[config.mk]
export PLATFORM = sky130hd
export DESIGN_NAME = multicore
export DESIGN_NICKNAME = d
export VERILOG_FILES = /design/src/hw/mc_pkg.sv /design/src/hw/mac_core.sv /design/src/hw/multicore.sv /design/src/hw/reset_sequencer.sv /design/src/hw/result_arbiter.sv /design/src/hw/weight_regs.sv
export SDC_FILE = /design/constraint.sdc
export NUM_CORES = 2
export LEC_CHECK = 0
export BUFFER_PORTS_ARGS = -buffer_cell sky130_fd_sc_hd__buf_2
export CAP_MARGIN = 20
export CORE_MARGIN = 5
export CORE_UTILIZATION = 66
export DETAILED_ROUTE_END_ITERATION = 16
export GPL_TIMING_DRIVEN = 0
export PLACE_DENSITY = 0.79
export REMOVE_ABC_BUFFERS = 1
export SLEW_MARGIN = 30
export SYNTH_ARGS = -nofsm -noshare
export SYNTH_HDL_FRONTEND = slang
export SYNTH_HIERARCHICAL = 1
export SYNTH_SLANG_ARGS = --single-unit
[constraint.sdc]
create_clock -name clk -period 7 [get_ports clk]
set_clock_uncertainty 0.05 [all_clocks]
set_input_delay 0.7 -clock clk [delete_from_list [all_inputs] [get_ports clk]]
set_output_delay 0.7 -clock clk [all_outputs]
set_load 0.03 [all_outputs]
[src/hw/mc_pkg.sv]
package mc_pkg;

	// Bank size
	localparam int NUM_CORES = 4;
	localparam int CORE_ID_W = (NUM_CORES > 1) ? $clog2(NUM_CORES) : 1;

	// Dot product length
	localparam int TAPS  = 4;
	localparam int TAP_W = (TAPS > 1) ? $clog2(TAPS) : 1;

	// Datapath widths
	localparam int SAMPLE_W = 19;
	localparam int WEIGHT_W = 7;
	localparam int RESULT_W = 28; // 26-bit products, sum of TAPS of them

	// Reset release spacing
	localparam int STAGGER_CYCLES = 25;
	localparam int STAGGER_W      = (STAGGER_CYCLES > 1) ? $clog2(STAGGER_CYCLES) : 1;

	// Broadcast input sample
	typedef struct packed {
		logic                       strobe;
		logic signed [SAMPLE_W-1:0] data;
	} sample_t;

	// Weight register write
	typedef struct packed {
		logic                       strobe;
		logic        [CORE_ID_W-1:0] core;
		logic        [TAP_W-1:0]     tap;
		logic signed [WEIGHT_W-1:0]  weight;
	} cfg_wr_t;

	// Arbitrated result
	typedef struct packed {
		logic                        strobe;
		logic        [CORE_ID_W-1:0] core;
		logic signed [RESULT_W-1:0]  value;
	} result_t;

	typedef enum logic [1:0] {
		CORE_RESET,
		CORE_ACCUM,
		CORE_HOLD
	} core_state_e;

	typedef enum logic {
		SEQ_STAGGER,
		SEQ_DONE
	} seq_state_e;

endpackage

[src/hw/mac_core.sv]
`timescale 1ns/1ps

module mac_core (
	input  logic                                        clk,
	input  logic                                        arst_n,
	input  logic                                        core_rst_n,
	input  mc_pkg::sample_t                             sample_in,
	input  logic [mc_pkg::TAPS*mc_pkg::WEIGHT_W-1:0]    weights,
	input  logic                                        grant,
	output logic                                        pending,
	output logic                                        ready,
	output logic signed [mc_pkg::RESULT_W-1:0]          value
);

	import mc_pkg::*;

	core_state_e                         state_q;
	logic        [TAP_W-1:0]             tap_q;
	logic signed [RESULT_W-1:0]          acc_q;
	logic signed [WEIGHT_W-1:0]          cur_w;
	logic signed [SAMPLE_W+WEIGHT_W-1:0] prod;
	logic                                take;

	// Weight for the current tap, read straight from the registers
	assign cur_w = $signed(weights[int'(tap_q)*WEIGHT_W +: WEIGHT_W]);
	assign prod  = sample_in.data * cur_w;

	assign take = (state_q == CORE_ACCUM) && sample_in.strobe;

	always_ff @(posedge clk or negedge arst_n) begin
		if (!arst_n) begin
			state_q <= CORE_RESET;
			tap_q   <= '0;
			acc_q   <= '0;
		end else if (!core_rst_n) begin // Held by the sequencer
			state_q <= CORE_RESET;
			tap_q   <= '0;
			acc_q   <= '0;
		end else begin
			case (state_q)
				CORE_RESET: begin
					state_q <= CORE_ACCUM;
				end
				CORE_ACCUM: begin
					if (take) begin
						acc_q <= acc_q + RESULT_W'(prod);
						if (tap_q == TAP_W'(TAPS - 1)) begin
							tap_q   <= '0;
							state_q <= CORE_HOLD;
						end else begin
							tap_q <= tap_q + 1'b1;
						end
					end
				end
				CORE_HOLD: begin
					// Samples in this state are dropped
					if (grant) begin
						acc_q   <= '0;
						state_q <= CORE_ACCUM;
					end
				end
				default: begin
					state_q <= CORE_RESET;
				end
			endcase
		end
	end

	assign ready   = (state_q == CORE_ACCUM);
	assign pending = (state_q == CORE_HOLD);
	assign value   = acc_q;

	a_grant_pending: assert property (
		@(posedge clk) disable iff (!arst_n)
		grant |-> pending
	);

endmodule

[src/hw/multicore.sv]
`timescale 1ns/1ps

module multicore (
	input  logic                          clk,
	input  logic                          arst_n,
	input  mc_pkg::sample_t               sample_in,
	input  mc_pkg::cfg_wr_t               cfg_wr,
	output mc_pkg::result_t               result_out,
	output logic [mc_pkg::NUM_CORES-1:0]  cores_ready,
	output logic                          all_running
);

	import mc_pkg::*;

	logic [NUM_CORES-1:0]                 core_rst_n;
	logic [NUM_CORES*TAPS*WEIGHT_W-1:0]   weights;
	logic [NUM_CORES-1:0]                 pending;
	logic [NUM_CORES-1:0]                 grant;
	logic [NUM_CORES*RESULT_W-1:0]        values;

	reset_sequencer u_reset_sequencer (
		.clk         (clk),
		.arst_n      (arst_n),
		.core_rst_n  (core_rst_n),
		.all_running (all_running)
	);

	weight_regs u_weight_regs (
		.clk     (clk),
		.arst_n  (arst_n),
		.cfg_wr  (cfg_wr),
		.weights (weights)
	);

	// Every core sees the same sample stream
	for (genvar k = 0; k < NUM_CORES; k++) begin : g_core
		mac_core u_mac_core (
			.clk        (clk),
			.arst_n     (arst_n),
			.core_rst_n (core_rst_n[k]),
			.sample_in  (sample_in),
			.weights    (weights[k*TAPS*WEIGHT_W +: TAPS*WEIGHT_W]),
			.grant      (grant[k]),
			.pending    (pending[k]),
			.ready      (cores_ready[k]),
			.value      (values[k*RESULT_W +: RESULT_W])
		);
	end

	result_arbiter u_result_arbiter (
		.clk        (clk),
		.arst_n     (arst_n),
		.pending    (pending),
		.values     (values),
		.grant      (grant),
		.result_out (result_out)
	);

endmodule

[src/hw/reset_sequencer.sv]
`timescale 1ns/1ps

module reset_sequencer (
	input  logic                          clk,
	input  logic                          arst_n,
	output logic [mc_pkg::NUM_CORES-1:0]  core_rst_n,
	output logic                          all_running
);

	import mc_pkg::*;

	seq_state_e           state_q;
	logic [STAGGER_W-1:0] cnt_q;
	logic [CORE_ID_W-1:0] idx_q;  // Next core to release

	// Core 0 goes on the first edge, then one core every STAGGER_CYCLES
	always_ff @(posedge clk or negedge arst_n) begin
		if (!arst_n) begin
			state_q     <= SEQ_STAGGER;
			cnt_q       <= '0;
			idx_q       <= '0;
			core_rst_n  <= '0;
			all_running <= 1'b0;
		end else begin
			case (state_q)
				SEQ_STAGGER: begin
					if (cnt_q == '0) begin
						core_rst_n[idx_q] <= 1'b1;
						if (idx_q == CORE_ID_W'(NUM_CORES - 1)) begin
							state_q     <= SEQ_DONE;
							all_running <= 1'b1; // Same edge as the last release
						end else begin
							idx_q <= idx_q + 1'b1;
							cnt_q <= STAGGER_W'(STAGGER_CYCLES - 1);
						end
					end else begin
						cnt_q <= cnt_q - 1'b1;
					end
				end
				SEQ_DONE: begin
					state_q <= SEQ_DONE; // Only arst_n leaves this
				end
				default: begin
					state_q <= SEQ_STAGGER;
				end
			endcase
		end
	end

	// Once a core is running it stays running
	for (genvar k = 0; k < NUM_CORES; k++) begin : g_chk
		a_no_rerelease: assert property (
			@(posedge clk) disable iff (!arst_n)
			core_rst_n[k] |=> core_rst_n[k]
		);
	end

endmodule

[src/hw/result_arbiter.sv]
`timescale 1ns/1ps

module result_arbiter (
	input  logic                                           clk,
	input  logic                                           arst_n,
	input  logic [mc_pkg::NUM_CORES-1:0]                   pending,
	input  logic [mc_pkg::NUM_CORES*mc_pkg::RESULT_W-1:0]  values,
	output logic [mc_pkg::NUM_CORES-1:0]                   grant,
	output mc_pkg::result_t                                result_out
);

	import mc_pkg::*;

	logic        [CORE_ID_W-1:0] grant_idx;
	logic                        strobe_q;
	logic        [CORE_ID_W-1:0] core_q;
	logic signed [RESULT_W-1:0]  value_q;

	// Lowest pending index wins, scanned from the top down
	always_comb begin
		grant     = '0;
		grant_idx = '0;
		for (int k = NUM_CORES - 1; k >= 0; k--) begin
			if (pending[k]) begin
				grant     = '0;
				grant[k]  = 1'b1;
				grant_idx = CORE_ID_W'(k);
			end
		end
	end

	always_ff @(posedge clk or negedge arst_n) begin
		if (!arst_n) begin
			strobe_q <= 1'b0;
		end else begin
			strobe_q <= |grant; // One cycle per grant
		end
	end

	always_ff @(posedge clk) begin
		if (|grant) begin
			core_q  <= grant_idx;
			value_q <= $signed(values[int'(grant_idx)*RESULT_W +: RESULT_W]);
		end
	end

	assign result_out = '{strobe: strobe_q, core: core_q, value: value_q};

	a_grant_onehot: assert property (
		@(posedge clk) disable iff (!arst_n)
		$onehot0(grant)
	);

endmodule

[src/hw/weight_regs.sv]
`timescale 1ns/1ps

module weight_regs (
	input  logic                                                     clk,
	input  logic                                                     arst_n,
	input  mc_pkg::cfg_wr_t                                          cfg_wr,
	output logic [mc_pkg::NUM_CORES*mc_pkg::TAPS*mc_pkg::WEIGHT_W-1:0] weights
);

	import mc_pkg::*;

	logic signed [WEIGHT_W-1:0] w_q [NUM_CORES][TAPS];
	logic                       wr_ok;

	// Out of range writes are dropped
	assign wr_ok = cfg_wr.strobe && (int'(cfg_wr.core) < NUM_CORES) &&
		(int'(cfg_wr.tap) < TAPS);

	always_ff @(posedge clk or negedge arst_n) begin
		if (!arst_n) begin
			for (int c = 0; c < NUM_CORES; c++) begin
				for (int t = 0; t < TAPS; t++) begin
					w_q[c][t] <= WEIGHT_W'(1); // Unity weights
				end
			end
		end else if (wr_ok) begin
			w_q[cfg_wr.core][cfg_wr.tap] <= cfg_wr.weight;
		end
	end

	// Flatten, core major then tap
	always_comb begin
		weights = '0;
		for (int c = 0; c < NUM_CORES; c++) begin
			for (int t = 0; t < TAPS; t++) begin
				weights[(c*TAPS + t)*WEIGHT_W +: WEIGHT_W] = w_q[c][t];
			end
		end
	end

	a_core_range: assert property (
		@(posedge clk) disable iff (!arst_n)
		cfg_wr.strobe |-> (int'(cfg_wr.core) < NUM_CORES)
	);

endmodule

After elaboration in Yosys (flattened, before gate mapping) --
Cells that the tools add are included.
Operators by class: $lt $le $gt $ge 6, shifts and indexed selects 5, div/mod/pow operators 0, bitwise operators 5, multipliers 9, muxes and demuxes 72, $add $sub $neg 10, reductions and logical operators 29, equality and inequality tests 38
Operator list (count):
- 28-bit two-way mux | 13
- 28-bit one-hot mux with 2 select lines | 4
- 28-bit by 26-bit adder with 28-bit output | 4
- 112-bit bitwise mux | 1
- 112-bit by 32-bit indexed part select with 28-bit output | 1
- 28-bit by 6-bit indexed part select with 7-bit output | 4
- 19-bit by 7-bit multiplier with 26-bit output | 4
- 2-bit two-way mux | 36
- 28-bit demux with 2-bit select | 1
- 3-bit inequality test, second input constant | 12
- 3-bit AND reduction | 10
- 2-bit by 3-bit multiplier with 5-bit output, second input constant | 5
- 2-bit one-hot mux with 3 select lines | 4
- 2-bit equality test, second input constant | 9
- 4-bit two-way mux | 4
- 2-bit by 1-bit inequality test with 1-bit output, second input constant | 8
- 7-bit demux with 2-bit select | 1
- 3-bit by 1-bit inequality test with 1-bit output, second input constant | 4
- 2-bit AND reduction | 6
- 2-bit by 1-bit adder with 2-bit output, second input constant | 5
- 5-bit two-way mux | 2
- 2-bit by 1-bit equality test with 1-bit output, second input constant | 4
- 2-bit logical NOT | 4
- 1-bit logical AND | 7
- 15 further kinds | 21
Storage, ports and cells: flip-flop bits (word level) 284, output and inout bits 36, ROM bits 0, bits in latches 0, bits of input ports 34, memory bits (writable) 0, memories 0

Logic depth before layout (Yosys ltp) --
depth in word-level cells 8, mapped depth 22

Cells and area by module --
The synthesis kept the hierarchy.
By module, submodules not included:
- mac_core (g_core[2].u_mac_core) | cells each 776, times used 1, area each 7234.4 um^2
- mac_core (g_core[0].u_mac_core) | cells each 786, times used 1, area each 7204.4 um^2
- mac_core (g_core[1].u_mac_core) | cells each 777, times used 1, area each 7168.1 um^2
- mac_core (g_core[3].u_mac_core) | cells each 753, times used 1, area each 7019.2 um^2
- weight_regs | cells each 261, times used 1, area each 4389.2 um^2
- result_arbiter | cells each 77, times used 1, area each 1702.9 um^2
- reset_sequencer | cells each 53, times used 1, area each 629.4 um^2

Least setup slack after synthesis --
Ideal clock, no wire load.
path kind register to register, from reg g_core[0].u_mac_core.tap_q[1], to reg g_core[0].u_mac_core.acc_q[12], stages on the path, launching flop included 21, data required time 6828 ps, slack 1282 ps, arrival time 5547 ps, cell sequence dfrtp_1 clkbuf_1 mux2_2 o21ai_0 clkbuf_1 or2_2 fa_1 fa_1 inv_1 fa_1 inv_1 fa_1 inv_1 ha_1 a21o_1 a21oi_1 a21boi_1 o31a_2 o21a_1 or3_1 a32o_1
Between the ends: word-level cells in the longest chain between the ends 7
Ends and longest elaborated chain:
- start: declaration | line mac_core.sv:18 | logic [TAP_W-1:0] tap_q;
- start signal: assignment | line mac_core.sv:51 | tap_q <= tap_q + 1'b1;
- 2-bit by 3-bit multiplier with 5-bit output | line mac_core.sv:25 | assign cur_w = $signed(weights[int'(tap_q)*WEIGHT_W +: WEIGHT_W]);
- 28-bit by 6-bit indexed part select with 7-bit output | line mac_core.sv:25
- 19-bit by 7-bit multiplier with 26-bit output | line mac_core.sv:26 | assign prod = sample_in.data * cur_w;
- 28-bit by 26-bit adder with 28-bit output | line mac_core.sv:46 | acc_q <= acc_q + RESULT_W'(prod);
- 28-bit two-way mux | line mac_core.sv:45 | if (take) begin
- 28-bit one-hot mux with 2 select lines | line mac_core.sv:40 | case (state_q)
- 28-bit two-way mux | line mac_core.sv:35 | end else if (!core_rst_n) begin
- end signal: assignment | line mac_core.sv:46
- end: declaration | line mac_core.sv:19 | logic signed [RESULT_W-1:0] acc_q;
Every way passes these cells. The select of a mux whose other input is x is not followed. A chain may end at the register's enable or synchronous reset.

Worst setup path after layout --
from reg g_core[0].u_mac_core.tap_q[1], to reg g_core[0].u_mac_core.acc_q[24]
The elaborated chain is that of the path after synthesis.

==> metrics.md <==
| Metric | Value |
|---|---|
| Top Ports | 70 |
| RR Endpoint | g_core[0].u_mac_core/value[24]$_DFFE_PN0P_ |
| Num CTS Buffers | 34 |
| Worst setup margin | 0.718 ns |
| Crit-path most repeated cell | fa_1 |
| YS warnings | 6 |
| Synth area leaders | fa_1, dfrtp_1, ha_1 |
| Clk buf depth | 3 |
| CTS H-tree depth | 2 |
| TritonCTS clock tree | built |
| Worst hold endpoint | u_reset_sequencer/all_running$_DFFE_PN0P_ |
| Drt pass-1 iters | 6 |
| Slew Viols, Final | 0 |
| Reg-to-reg slack, setup | 0.72 ns |
| Die height | 241 um |
| Final hold viol count | 0 |
| First-pass GRT wire length | 142000 um |
| Final WL | 84300 um |
| Register bit total from synthesis | 284 |
| Synthesized area per cell | 10.1 sq um |
| Worst-path clk slew | 0.06 ns |
| Slew HR | 0.383 |
| Initial antenna violation count | 2 |
| Ys flop type | dfrtp_1 |
| Crit Path Class | reg2reg |
| Final instance area | 37500 sq um |
| Vias in the first global route | 27900 |
| Setup crit end kind | register |
| Pre-CTS WS | 0.833 ns |
| Fin nets | 4322 |
| Slew @ Worst Pin | 0.923 ns |
| Diodes inserted | 0 |
| Most frequent cells in the layout | inv_1, fa_1, and2_1 |
| Die area | 58300 sq um |
| Mapped cell area | 35300 sq um |
| DRC | 0 |
| Tmin final | 6.28 ns |
| Top achievable clock speed | 159 MHz |
| Wire per inst | 20.0 um |
| Max Cap Viol | 0 |
| Worst path arrival time | 6.71 ns |
| Core ar. | 52800 sq um |
| Antenna viol nets, final | 0 |
| Register area | 7280 sq um |
| Placed Area | 36400 sq um |
| WHS Path Cells | 1 |
| Worst Path Required | 7.43 ns |
| CTS Sinks | 284 |
| Gate Count Post-Synth | 3483 |
| EDFF count, synth | 30 |
| Root Buffer | clkbuf_16 |
| Core Rows | 84 |
| Sequential-to-total area share from yosys stat | 0.206 |
| Later-pin clock latency in the skew report | 0.56 ns |
| Input/output buffers | 69 |
| Final setup vio count | 0 |
| Startpoint Class | register |
| Vias/cell | 5.92 |
| Unique masters post-synth | 101 |
| DP HPWL | 66800 um |
| Critical-path top delay cell | dfrtp_1 |
| Synth area leader | fa_1 |
| Area share of the largest cell type after synthesis | 0.295 |
| Crit path cell chain | mux2_2, o21ai_2, buf_6, nor2_1, fa_1, fa_1, fa_1, inv_1, fa_1, inv_1, ha_1, o21a_1, o21ai_2, or4_4, o2111ai_1, o211ai_1, a2111oi_2, a311o_1 |
| Starting Density | 0.670 |
| Fin crit share | 0.897 |
| CTS resizes | 0 |
| Share of layout cells above drive strength 1 | 0.111 |
| Area of the multi-input gates | 24800 sq um |
| Tot GR Track Use | 0.303 |
| Largest net degree at the start of global routing | 88 |
| Via Count | 25000 |
| Worst reg2reg path depth | 18 |
| Hold Crit Class | reg2reg |
| Post-CTS Setup Inserts | 0 |
| CP peak stage delay | 0.64 ns |
| Most common cell after layout, fill and taps aside | inv_1 |
| Crit-path max FO | 16 |
| Die Width | 241 um |
| Filler cells | 3740 |
| 1st-iter DRT viols | 1536 |
| Overflow after GRT | 0 |
| Outcome | finished clean |
| P&R area growth vs syn | 6.00% |
| Start point of the worst hold path | u_reset_sequencer/all_running$_DFFE_PN0P_ |
| Unrepaired setup endpoints after global routing | false |
| RR Startpoint | g_core[0].u_mac_core/tap_q[1]$_DFFE_PN0P_ |
| Routability cong. | 0.958 |
| Fraction of registers with async set/reset | 0.894 |
-- cell usage after synthesis, drive strengths merged, types with 4 or more instances --
cell	count
dfstp	16
o21a	23
o31ai	19
a21o	48
or2	7
a22o	19
clkbuf	69
nand3	34
mux2i	8
a221o	6
a21boi	4
a31oi	14
o21bai	19
mux2	118
dfrtp	238
a211oi	22
and4	7
fa	520
and2	379
edfxtp	30
nor2b	27
o211ai	8
o21ai	116
nor2	114
a211o	9
nand4	14
buf	23
o31a	7
nand3b	5
or3	12
mux4	52
nor4	4
nor3	27
xnor2	44
and3	18
a2111oi	7
or4	4
xor2	33
nand2	229
a32o	14
ha	257
a21oi	70
nand2b	9
inv	748
-- layout make-up --
class,instances,area share
multi-input cells,2359,0.663
flip-flops and latches,284,0.194
inverters,748,0.0749
clock buffers,52,0.0264
well taps,688,0.0230
repair buffers,84,0.0162
clock inverters,9,0.00217
-- worst max-delay path, delay by kind of cell, from the launching register on --
family,cells,cell delay (ns)
fa+ha+maj,5,2.52
compound gates,7,1.67
flops,1,0.64
simple gates,2,0.60
mux,1,0.40
buf+inv,3,0.34
-- layer usage --
| metal | up-vias | GRT usage | routed length (um) |
|---|---|---|---|
| li1 | 11100 | - | - |
| met1 | 12900 | 0.414 | 34900 |
| met2 | 832 | 0.507 | 41200 |
| met3 | 172 | 0.0510 | 5900 |
| met4 | 2 | 0.0918 | 2250 |
| met5 | - | 0 | 9 |
-- per-stage QoR --
stage	setup TNS [ns]	utilization	hold WS (ns)	instances
6_report	0	0.710	0.403	4224
5_1_grt	0	0.710	0.438	4224
2_1_floorplan	0	-	0.354	3391
3_5_place_dp	0	0.690	0.393	4162
4_1_cts	0	0.710	0.406	4224
3_3_place_gp	-17.86	0.684	0.391	4148
-- worst max-delay path by stage --
stage | start | to | slack, ns | depth (start not counted)
2_1_floorplan | g_core[0].u_mac_core/tap_q[1]$_DFFE_PN0P_ | g_core[0].u_mac_core/value[12]$_DFFE_PN0P_ | 0.68 | 18
3_3_place_gp | g_core[0].u_mac_core/tap_q[1]$_DFFE_PN0P_ | g_core[0].u_mac_core/value[23]$_DFFE_PN0P_ | -0.79 | 18
3_5_place_dp | g_core[0].u_mac_core/tap_q[1]$_DFFE_PN0P_ | g_core[0].u_mac_core/value[24]$_DFFE_PN0P_ | 0.83 | 18
4_1_cts | g_core[0].u_mac_core/tap_q[1]$_DFFE_PN0P_ | g_core[0].u_mac_core/value[24]$_DFFE_PN0P_ | 0.79 | 18
5_1_grt | g_core[3].u_mac_core/tap_q[0]$_DFFE_PN0P_ | g_core[3].u_mac_core/value[21]$_DFFE_PN0P_ | 0.38 | 18
6_report | g_core[0].u_mac_core/tap_q[1]$_DFFE_PN0P_ | g_core[0].u_mac_core/value[24]$_DFFE_PN0P_ | 0.72 | 18
-- sequential cells by signal (all words and copies together) (netlist names) --
| register | cells |
|---|---|
| u_weight_regs/weights | 112 |
| u_reset_sequencer/cnt_q | 5 |
| g_core.u_mac_core/state_q | 8 |
| u_reset_sequencer/state_q | 1 |
| u_reset_sequencer/core_rst_n | 4 |
| u_reset_sequencer/all_running | 1 |
| u_reset_sequencer/idx_q | 2 |
| u_result_arbiter/core_q | 2 |
| u_result_arbiter/strobe_q | 1 |
| u_result_arbiter/value_q | 28 |
| g_core.u_mac_core/tap_q | 8 |
| g_core.u_mac_core/value | 112 |
-- what timing repair did --
item,in CTS,in global routing
hold endpoints to repair,22,0
hold buffers,1,0
setup endpoints to repair,0,0
-- cell families after synthesis --
group	Yosys count	synth area share
DFF	284	0.206
muxes	178	0.0748
buffers and inverters	840	0.0922
xor gates and xnor gates	77	0.0191
AOI/OAI and AO/OA	431	0.0857
and+or+nand+nor	896	0.137
adders and majority gates	777	0.385
Power is not shown: default switching activity piles up to over one toggle a cycle in this logic, so the estimate is an artifact.
